### src/aes_reg_params.svh
`ifndef AES_REG_PARAMS_SVH
`define AES_REG_PARAMS_SVH

// Bus and decode widths
`define AES_REG_DW      32
`define AES_REG_AW      8
`define AES_REG_APB_AW  12

// Write-only word banks, contiguous and 16 bytes apart
`define AES_BANK_WORDS  4
`define AES_NUM_BANKS   6
`define AES_BANK_BASE   8'h04

// Remaining register offsets
`define AES_DATA_OUT_OFFSET         8'h64
`define AES_CTRL_OFFSET             8'h78
`define AES_CTRL_AUX_OFFSET         8'h7C
`define AES_CTRL_AUX_REGWEN_OFFSET  8'h80
`define AES_TRIGGER_OFFSET          8'h84
`define AES_STATUS_OFFSET           8'h88

// Reset values
`define AES_CTRL_AUX_RESVAL  1'b1
`define AES_REGWEN_RESVAL    1'b1
// Order is {data_out_clear, key_iv_data_in_clear, start}
`define AES_TRIGGER_RESVAL   3'b110

`endif

### src/aes_reg_pkg.sv
`include "aes_reg_params.svh"

package aes_reg_pkg;

  typedef logic [`AES_REG_DW-1:0] word_t;

  // Control register, bit positions as in the full AES register map
  typedef struct packed {
    logic [15:0] pad_hi;
    logic        manual_operation;
    // Former reseed rate and sideload bits
    logic [3:0]  pad_mid;
    logic [2:0]  key_len;
    logic [5:0]  mode;
    logic [1:0]  operation;
  } ctrl_fields_t;

  typedef struct packed {
    logic [28:0] pad;
    logic        data_out_clear;
    logic        key_iv_data_in_clear;
    logic        start;
  } trigger_fields_t;

  typedef struct packed {
    logic [26:0] pad;
    logic        input_ready;
    logic        output_valid;
    logic        output_lost;
    logic        stall;
    logic        idle;
  } status_fields_t;

  // Write data seen raw or through the field layout of the target register
  typedef union packed {
    word_t           word;
    ctrl_fields_t    ctrl;
    trigger_fields_t trigger;
  } reg_word_u;

endpackage

### src/aes_reg_bus_if.sv
`timescale 1ns/1ps
`include "aes_reg_params.svh"

interface aes_reg_bus_if;

  logic                   we;
  logic                   re;
  logic [`AES_REG_AW-1:0] addr;
  aes_reg_pkg::word_t     wdata;
  aes_reg_pkg::word_t     rdata;
  logic                   error;

  modport adapter (output we, re, addr, wdata, input rdata, error);

  // Banks are write-only, so no read strobe
  modport bank (input we, addr, wdata);

  modport readback (input we, re, addr, wdata, output rdata, error);

endinterface

### src/aes_apb_adapter.sv
`timescale 1ns/1ps
`include "aes_reg_params.svh"

module aes_apb_adapter (
  input  logic                       psel_i,
  input  logic                       penable_i,
  input  logic                       pwrite_i,
  input  logic [`AES_REG_APB_AW-1:0] paddr_i,
  input  aes_reg_pkg::word_t         pwdata_i,
  output aes_reg_pkg::word_t         prdata_o,
  output logic                       pslverr_o,
  output logic                       pready_o,

  aes_reg_bus_if.adapter             bus
);

  logic access;

  // Only the access phase counts, setup phase is ignored
  assign access = psel_i & penable_i;

  assign bus.we = access & pwrite_i;
  assign bus.re = access & ~pwrite_i;

  // Only the low address bits are decoded
  assign bus.addr  = paddr_i[`AES_REG_AW-1:0];
  assign bus.wdata = pwdata_i;

  // Read data and error come back in the same cycle
  assign prdata_o  = bus.rdata;
  assign pslverr_o = bus.error;

  // No wait states
  assign pready_o = 1'b1;

endmodule

### src/aes_ctrl_readback.sv
`timescale 1ns/1ps
`include "aes_reg_params.svh"

module aes_ctrl_readback (
  input  logic                                      clk_i,
  input  logic                                      rst_ni,

  aes_reg_bus_if.readback                           bus,
  input  logic [`AES_NUM_BANKS-1:0]                 bank_hit_i,

  input  aes_reg_pkg::word_t [`AES_BANK_WORDS-1:0]  data_out_i,
  output logic               [`AES_BANK_WORDS-1:0]  data_out_re_o,
  input  aes_reg_pkg::status_fields_t               status_i,

  output aes_reg_pkg::ctrl_fields_t                 ctrl_o,
  output logic                                      ctrl_aux_o,

  output logic                                      trigger_start_o,
  input  logic                                      trigger_start_ack_i,
  output logic                                      trigger_key_iv_data_in_clear_o,
  input  logic                                      trigger_key_iv_data_in_clear_ack_i,
  output logic                                      trigger_data_out_clear_o,
  input  logic                                      trigger_data_out_clear_ack_i
);

  localparam int AW = `AES_REG_AW;

  logic [`AES_BANK_WORDS-1:0]  dout_hit;
  logic                        ctrl_hit, aux_hit, regwen_hit, trig_hit, status_hit;
  logic                        addr_hit;
  aes_reg_pkg::reg_word_u      wd_u;
  aes_reg_pkg::ctrl_fields_t   ctrl_d, ctrl_q;
  aes_reg_pkg::status_fields_t status_d, status_q;
  logic                        aux_q, regwen_q;
  logic [2:0]                  trig_set, trig_ack, trig_q;
  aes_reg_pkg::word_t          rdata;

  // Own register decode
  always_comb begin
    for (int i = 0; i < `AES_BANK_WORDS; i++) begin
      dout_hit[i] = (bus.addr == AW'(`AES_DATA_OUT_OFFSET + 4 * i));
    end
  end

  assign ctrl_hit   = (bus.addr == `AES_CTRL_OFFSET);
  assign aux_hit    = (bus.addr == `AES_CTRL_AUX_OFFSET);
  assign regwen_hit = (bus.addr == `AES_CTRL_AUX_REGWEN_OFFSET);
  assign trig_hit   = (bus.addr == `AES_TRIGGER_OFFSET);
  assign status_hit = (bus.addr == `AES_STATUS_OFFSET);

  assign addr_hit = (|bank_hit_i) | (|dout_hit) | ctrl_hit | aux_hit | regwen_hit |
                    trig_hit | status_hit;

  // Miss only flagged during an access
  assign bus.error = (bus.we | bus.re) & ~addr_hit;

  assign data_out_re_o = dout_hit & {`AES_BANK_WORDS{bus.re}};

  assign wd_u.word = bus.wdata;

  // Keep only the implemented ctrl fields
  always_comb begin
    ctrl_d                  = '0;
    ctrl_d.operation        = wd_u.ctrl.operation;
    ctrl_d.mode             = wd_u.ctrl.mode;
    ctrl_d.key_len          = wd_u.ctrl.key_len;
    ctrl_d.manual_operation = wd_u.ctrl.manual_operation;
  end

  always_comb begin
    status_d              = '0;
    status_d.idle         = status_i.idle;
    status_d.stall        = status_i.stall;
    status_d.output_lost  = status_i.output_lost;
    status_d.output_valid = status_i.output_valid;
    status_d.input_ready  = status_i.input_ready;
  end

  // Software sets trigger bits, only the acknowledge clears them
  assign trig_set = {wd_u.trigger.data_out_clear, wd_u.trigger.key_iv_data_in_clear,
                     wd_u.trigger.start} & {3{bus.we & trig_hit}};
  assign trig_ack = {trigger_data_out_clear_ack_i, trigger_key_iv_data_in_clear_ack_i,
                     trigger_start_ack_i};

  always_ff @(posedge clk_i or negedge rst_ni) begin
    if (!rst_ni) begin
      ctrl_q   <= '0;
      aux_q    <= `AES_CTRL_AUX_RESVAL;
      regwen_q <= `AES_REGWEN_RESVAL;
      trig_q   <= `AES_TRIGGER_RESVAL;
      status_q <= '0;
    end else begin
      if (bus.we && ctrl_hit) begin
        ctrl_q <= ctrl_d;
      end
      // Aux bit is frozen once the lock is closed
      if (bus.we && aux_hit && regwen_q) begin
        aux_q <= bus.wdata[0];
      end
      // Write 0 to clear, a 1 has no effect
      if (bus.we && regwen_hit && !bus.wdata[0]) begin
        regwen_q <= 1'b0;
      end
      // A set in the same cycle as an ack wins
      trig_q   <= (trig_q & ~trig_ack) | trig_set;
      status_q <= status_d;
    end
  end

  // Read mux, write-only words read as zero
  always_comb begin
    rdata = '0;
    for (int i = 0; i < `AES_BANK_WORDS; i++) begin
      if (dout_hit[i]) begin
        rdata = data_out_i[i];
      end
    end
    if (ctrl_hit) begin
      rdata = ctrl_q;
    end
    if (aux_hit) begin
      rdata[0] = aux_q;
    end
    if (regwen_hit) begin
      rdata[0] = regwen_q;
    end
    if (status_hit) begin
      rdata = status_q;
    end
    if (!addr_hit) begin
      rdata = '1;
    end
  end

  assign bus.rdata = rdata;

  assign ctrl_o                         = ctrl_q;
  assign ctrl_aux_o                     = aux_q;
  assign trigger_start_o                = trig_q[0];
  assign trigger_key_iv_data_in_clear_o = trig_q[1];
  assign trigger_data_out_clear_o       = trig_q[2];

endmodule

### src/aes_reg_top.sv
`timescale 1ns/1ps
`include "aes_reg_params.svh"

module aes_reg_top (
  input  logic                                          clk_i,
  input  logic                                          rst_ni,

  // APB slave
  input  logic                                          psel_i,
  input  logic                                          penable_i,
  input  logic                                          pwrite_i,
  input  logic [`AES_REG_APB_AW-1:0]                    paddr_i,
  input  aes_reg_pkg::word_t                            pwdata_i,
  output aes_reg_pkg::word_t                            prdata_o,
  output logic                                          pslverr_o,
  output logic                                          pready_o,

  // Key, IV and input data words
  output aes_reg_pkg::word_t [2*`AES_BANK_WORDS-1:0]    key_share0_o,
  output logic               [2*`AES_BANK_WORDS-1:0]    key_share0_qe_o,
  output aes_reg_pkg::word_t [2*`AES_BANK_WORDS-1:0]    key_share1_o,
  output logic               [2*`AES_BANK_WORDS-1:0]    key_share1_qe_o,
  output aes_reg_pkg::word_t [`AES_BANK_WORDS-1:0]      iv_o,
  output logic               [`AES_BANK_WORDS-1:0]      iv_qe_o,
  output aes_reg_pkg::word_t [`AES_BANK_WORDS-1:0]      data_in_o,
  output logic               [`AES_BANK_WORDS-1:0]      data_in_qe_o,

  // Output data and status from the engine
  input  aes_reg_pkg::word_t [`AES_BANK_WORDS-1:0]      data_out_i,
  output logic               [`AES_BANK_WORDS-1:0]      data_out_re_o,
  input  aes_reg_pkg::status_fields_t                   status_i,

  output aes_reg_pkg::ctrl_fields_t                     ctrl_o,
  output logic                                          ctrl_aux_o,

  output logic                                          trigger_start_o,
  input  logic                                          trigger_start_ack_i,
  output logic                                          trigger_key_iv_data_in_clear_o,
  input  logic                                          trigger_key_iv_data_in_clear_ack_i,
  output logic                                          trigger_data_out_clear_o,
  input  logic                                          trigger_data_out_clear_ack_i
);

  localparam int AW = `AES_REG_AW;

  aes_reg_pkg::word_t [`AES_NUM_BANKS-1:0][`AES_BANK_WORDS-1:0] bank_words;
  logic               [`AES_NUM_BANKS-1:0][`AES_BANK_WORDS-1:0] bank_qe;
  logic               [`AES_NUM_BANKS-1:0]                      bank_hit;

  aes_reg_bus_if reg_bus ();

  aes_apb_adapter u_apb_adapter (
    .psel_i    (psel_i),
    .penable_i (penable_i),
    .pwrite_i  (pwrite_i),
    .paddr_i   (paddr_i),
    .pwdata_i  (pwdata_i),
    .prdata_o  (prdata_o),
    .pslverr_o (pslverr_o),
    .pready_o  (pready_o),
    .bus       (reg_bus)
  );

  // Banks sit back to back from the first bank offset
  for (genvar b = 0; b < `AES_NUM_BANKS; b++) begin : g_bank
    aes_word_bank #(
      .BASE (AW'(`AES_BANK_BASE + 16 * b))
    ) u_bank (
      .clk_i   (clk_i),
      .rst_ni  (rst_ni),
      .bus     (reg_bus),
      .words_o (bank_words[b]),
      .qe_o    (bank_qe[b]),
      .hit_o   (bank_hit[b])
    );
  end

  // Banks 0-1 key share 0, 2-3 key share 1, 4 IV, 5 input data
  assign key_share0_o    = {bank_words[1], bank_words[0]};
  assign key_share0_qe_o = {bank_qe[1], bank_qe[0]};
  assign key_share1_o    = {bank_words[3], bank_words[2]};
  assign key_share1_qe_o = {bank_qe[3], bank_qe[2]};
  assign iv_o            = bank_words[4];
  assign iv_qe_o         = bank_qe[4];
  assign data_in_o       = bank_words[5];
  assign data_in_qe_o    = bank_qe[5];

  aes_ctrl_readback u_ctrl_readback (
    .clk_i                              (clk_i),
    .rst_ni                             (rst_ni),
    .bus                                (reg_bus),
    .bank_hit_i                         (bank_hit),
    .data_out_i                         (data_out_i),
    .data_out_re_o                      (data_out_re_o),
    .status_i                           (status_i),
    .ctrl_o                             (ctrl_o),
    .ctrl_aux_o                         (ctrl_aux_o),
    .trigger_start_o                    (trigger_start_o),
    .trigger_start_ack_i                (trigger_start_ack_i),
    .trigger_key_iv_data_in_clear_o     (trigger_key_iv_data_in_clear_o),
    .trigger_key_iv_data_in_clear_ack_i (trigger_key_iv_data_in_clear_ack_i),
    .trigger_data_out_clear_o           (trigger_data_out_clear_o),
    .trigger_data_out_clear_ack_i       (trigger_data_out_clear_ack_i)
  );

endmodule

### src/aes_word_bank.sv
`timescale 1ns/1ps
`include "aes_reg_params.svh"

module aes_word_bank #(
  parameter logic [`AES_REG_AW-1:0] BASE = `AES_BANK_BASE
) (
  input  logic                                          clk_i,
  input  logic                                          rst_ni,

  aes_reg_bus_if.bank                                   bus,

  output aes_reg_pkg::word_t [`AES_BANK_WORDS-1:0]      words_o,
  output logic               [`AES_BANK_WORDS-1:0]      qe_o,
  output logic                                          hit_o
);

  localparam int AW = `AES_REG_AW;

  logic               [`AES_BANK_WORDS-1:0] word_hit;
  logic               [`AES_BANK_WORDS-1:0] word_we;
  aes_reg_pkg::word_t [`AES_BANK_WORDS-1:0] words_q;
  logic               [`AES_BANK_WORDS-1:0] qe_q;

  // Exact word match, unaligned offsets miss
  always_comb begin
    for (int i = 0; i < `AES_BANK_WORDS; i++) begin
      word_hit[i] = (bus.addr == AW'(BASE + 4 * i));
    end
  end

  assign hit_o   = |word_hit;
  assign word_we = word_hit & {`AES_BANK_WORDS{bus.we}};

  always_ff @(posedge clk_i or negedge rst_ni) begin
    if (!rst_ni) begin
      words_q <= '0;
      qe_q    <= '0;
    end else begin
      // Strobe follows the write by one cycle, together with the new word
      qe_q <= word_we;
      for (int i = 0; i < `AES_BANK_WORDS; i++) begin
        if (word_we[i]) begin
          words_q[i] <= bus.wdata;
        end
      end
    end
  end

  assign words_o = words_q;
  assign qe_o    = qe_q;

endmodule

### config.mk
export PLATFORM = sky130hd
export DESIGN_NAME = aes_reg_top
export DESIGN_NICKNAME = d
export VERILOG_FILES = /design/src/aes_reg_pkg.sv /design/src/aes_reg_bus_if.sv /design/src/aes_apb_adapter.sv /design/src/aes_ctrl_readback.sv /design/src/aes_reg_top.sv /design/src/aes_word_bank.sv
export VERILOG_INCLUDE_DIRS = /design/src
export SDC_FILE = /design/constraint.sdc
export NUM_CORES = 1
export LEC_CHECK = 0
export BUFFER_PORTS_ARGS = -buffer_cell sky130_fd_sc_hd__buf_2
export CORE_AREA = 2 2 421 423
export DETAILED_ROUTE_END_ITERATION = 12
export DIE_AREA = 0 0 423 425
export GPL_TIMING_DRIVEN = 0
export PLACE_DENSITY = 0.47
export SYNTH_ARGS = -nofsm -noshare
export SYNTH_HDL_FRONTEND = slang
export SYNTH_SLANG_ARGS = --single-unit
### constraint.sdc
create_clock -name clk_i -period 3.7 [get_ports clk_i]
set_clock_uncertainty 0.1 [all_clocks]
set_input_delay 0.37 -clock clk_i [delete_from_list [all_inputs] [get_ports clk_i]]
set_output_delay 0.37 -clock clk_i [all_outputs]
set_load 0.05 [all_outputs]
==> results.sh <==
export IMPL_antenna_found_initial=40
export IMPL_rsz0062_at_grt="yes"
export IMPL_path_buf_inv=4
export IMPL_drc=0
export IMPL_p_total_mw=20.5
export IMPL_ys_warn_count=0
export IMPL_grt_pass1_vias=23173
export IMPL_r2r_slack_ns=2.33
export IMPL_cts_buffers=96
export IMPL_syn_area_um2=31800
export IMPL_maxCapViolations=0
export IMPL_power_density_nw_per_um2=470
export IMPL_die_w_um=423
export IMPL_grt_start_max_net_pins=117
export IMPL_synth_area_leaders="dfrtp_1 64%, mux2_2 27%, clkbuf_1 1.1%, a22o_1 0.85%, buf_2 0.80%"
export IMPL_start_util=0.181
export IMPL_final_common_cell="buf_2"
export IMPL_synth_main_ff_cell="dfrtp_1"
export IMPL_syn_inst=2061
export IMPL_slew_headroom=0.0261
export IMPL_synth_edf_count=0
export IMPL_fp_dieH_um=425
export IMPL_gp_congestion=0.970
export IMPL_via_per_inst=4.07
export IMPL_postLayoutCoreUtil=0.249
export IMPL_fill_cells=18710
export IMPL_drv_slew=0
export IMPL_synth_top_cell_by_area="dfrtp_1"
export IMPL_synth_top_cell_area_share=0.638
export IMPL_avgSynthCellArea_um2=15.4
export IMPL_clk_path_buf_depth=3
export IMPL_post_cts_buffers=0
export IMPL_p_leak_nw=23.9
export IMPL_ys_ff_latch=814
export IMPL_cts_max_level=3
export IMPL_ant_nets=0
export IMPL_critical_path_class="input pin to output port"
export IMPL_layout_drive_gt1_share=0.622
export IMPL_grt_pass1_wl_um=207000
export IMPL_wirelength_um=155000
export IMPL_overflow=0
export IMPL_cts_root_buf="clkbuf_16"
export IMPL_critPathArrivalTime_ns=3.29
export IMPL_hpwl_um=120000
export IMPL_hold_viol=0
export IMPL_track_usage=0.167
export IMPL_cts_tree="built"
export IMPL_cp_max_fo=10
export IMPL_wl_per_cell_um=27.4
export IMPL_die_area_um2=180000
export IMPL_crit_path_frequent_cell="buf_2"
export IMPL_hold_path_class="input pin to flop"
export IMPL_final_nets=3447
export IMPL_critPathSlowestCell="o211ai_1"
export IMPL_portBuffers=1023
export IMPL_insertion_delay_ns=0.71
export IMPL_vdd_ir_drop_max_v=0.000335
export IMPL_fmax_mhz=266
export IMPL_failed_checks="negative setup slack"
export IMPL_cp_start_kind="input pin"
export IMPL_synthArstFlopShare=1.00
export IMPL_fin_crit_sh=1.02
export IMPL_io_pins=1078
export IMPL_setup_viol=1
export IMPL_core_area_um2=175000
export IMPL_whs_ns=0.0851
export IMPL_synth_cell_types=51
export IMPL_worstPathCellList="buf_2, clkdlybuf4s15_2, nand3_1, nor2_1, clkbuf_1, a21oi_1, o211ai_1, buf_2"
export IMPL_vias=23089
export IMPL_num_rows=154
export IMPL_drt_first_pass_iters=5
export IMPL_critPathTopFamily="buffers and inverters"
export IMPL_place_worst_setup_slack_ns=-0.373
export IMPL_clkSinkCount=814
export IMPL_drtIter0Drc=1385
export IMPL_outcome="finished with violations"
export IMPL_cp_end_kind="output port"
export IMPL_clkTransAtPathRegs_ns=0.05
export IMPL_synthToLayoutAreaGrowth_pct=37.3
export IMPL_layout_common_cells="1,073 x buf_2, 810 x dfrtp_1, 774 x mux2_2, 125 x clkbuf_1, 96 x clkbuf_16"
export IMPL_required_ns=3.23
export IMPL_slowest_delay_ns=0.80
export IMPL_worst_slew_pin_slew_ns=1.46
export IMPL_postLayoutSetupSlackWorst_ns=-0.0608
export IMPL_seq_area_frac_synth=0.641
export IMPL_period_minus_slack_ns=3.76
synth_stat cells (2+ instances only):
| cell type | number |
|---|---|
| buf_4 | 27 |
| conb_1 | 2 |
| nor3b_1 | 3 |
| or3_1 | 2 |
| nor3_2 | 2 |
| nor4b_2 | 2 |
| nand2_1 | 35 |
| nor2b_1 | 3 |
| dfrtp_1 | 810 |
| o221ai_1 | 6 |
| nor2_2 | 13 |
| o211ai_1 | 8 |
| buf_2 | 51 |
| a22oi_1 | 4 |
| nand2b_1 | 4 |
| nor3_1 | 6 |
| a22o_1 | 31 |
| nor2_1 | 17 |
| o21ai_0 | 6 |
| nand3_1 | 9 |
| dfstp_2 | 4 |
| and2_1 | 7 |
| and3_1 | 2 |
| o31ai_1 | 20 |
| mux2_1 | 8 |
| mux2_2 | 774 |
| buf_1 | 17 |
| inv_1 | 12 |
| clkbuf_1 | 97 |
| a21oi_1 | 32 |
| o22ai_1 | 27 |
path summary, 6_finish.rpt:
kind,start,to,depth (start not counted)
worst max-delay path,paddr_i[5],prdata_o[10],8
worst min-delay path,pwdata_i[27],g_bank[3].u_bank.words_o[59],2
worst max register to register,u_ctrl_readback.regwen_q,u_ctrl_readback.regwen_q,2
worst min register to register,g_bank[3].u_bank.words_o[69],g_bank[3].u_bank.words_o[69],1
max in group asynchronous,rst_ni,g_bank[0].u_bank.words_o[68],6
min in group asynchronous,rst_ni,g_bank[1].u_bank.words_o[21],2
worst reg2reg max path: stages, from the launching register on:
cell,delay (ns)
dfstp_2,0.54
o31a_1,0.12
dlygate4sd3_1,0.55
cells by family after synthesis:
logic type | Yosys count | synth area share
AOI/OAI and AO/OA | 143 | 0.0314
buffers and inverters | 204 | 0.0293
DFF | 814 | 0.641
muxes | 783 | 0.277
other | 2 | 0.000236
and+or+nand+nor | 115 | 0.0206
area by class of cell:
type	count	area, um^2	area share
Tap cell	2340	2930	0.0671
Sequential cell	814	20400	0.467
Buffer	192	896	0.0205
Antenna cell	19	47.5	0.00109
Timing Repair Buffer	1057	5610	0.129
Multi-Input combinational cell	1062	10600	0.243
Inverter	12	45.0	0.00103
Clock buffer	143	2750	0.0630
Clock inverter	29	404	0.00926
per-layer routing:
layer	GRT usage	wire length, um
met1	0.213	65300
met2	0.276	74600
met3	0.0427	10400
met4	0.0541	5120
met5	0	80
stage by stage:
stage / setup TNS [ns] / std cells / area [um^2]
global placement: - / 5443 / 39900
floorplan: 0 / 2080 / 31900
global route: -0.111 / 5651 / 43600
finish: -0.0608 / 5668 / 43600
CTS: 0 / 5649 / 43600
detailed placement: -7.33 / 5451 / 40100
sequential cells by signal (all words and copies together) (netlist names):
name,count
g_bank.u_bank.words_o,768
u_ctrl_readback.status_q,5
u_ctrl_readback.trig_q,3
u_ctrl_readback.ctrl_aux_o,1
g_bank.u_bank.qe_o,24
u_ctrl_readback.regwen_q,1
u_ctrl_readback.ctrl_o,12
where the power goes:
group	total, mW	internal (mW)	switching, mW
clock network	9.62	5.47	4.14
registers	9.10	9.03	0.0709
logic	1.80	0.389	1.41
repair_timing:
item                                    4_1_cts  5_1_grt
endpoints found under the hold margin       176        0
endpoints found under the setup margin       15       15
resized for setup                             3       11
pin swaps                                     0        1
hold buffers                                 26        0
No activity file was read; power rests on OpenSTA's default activity.
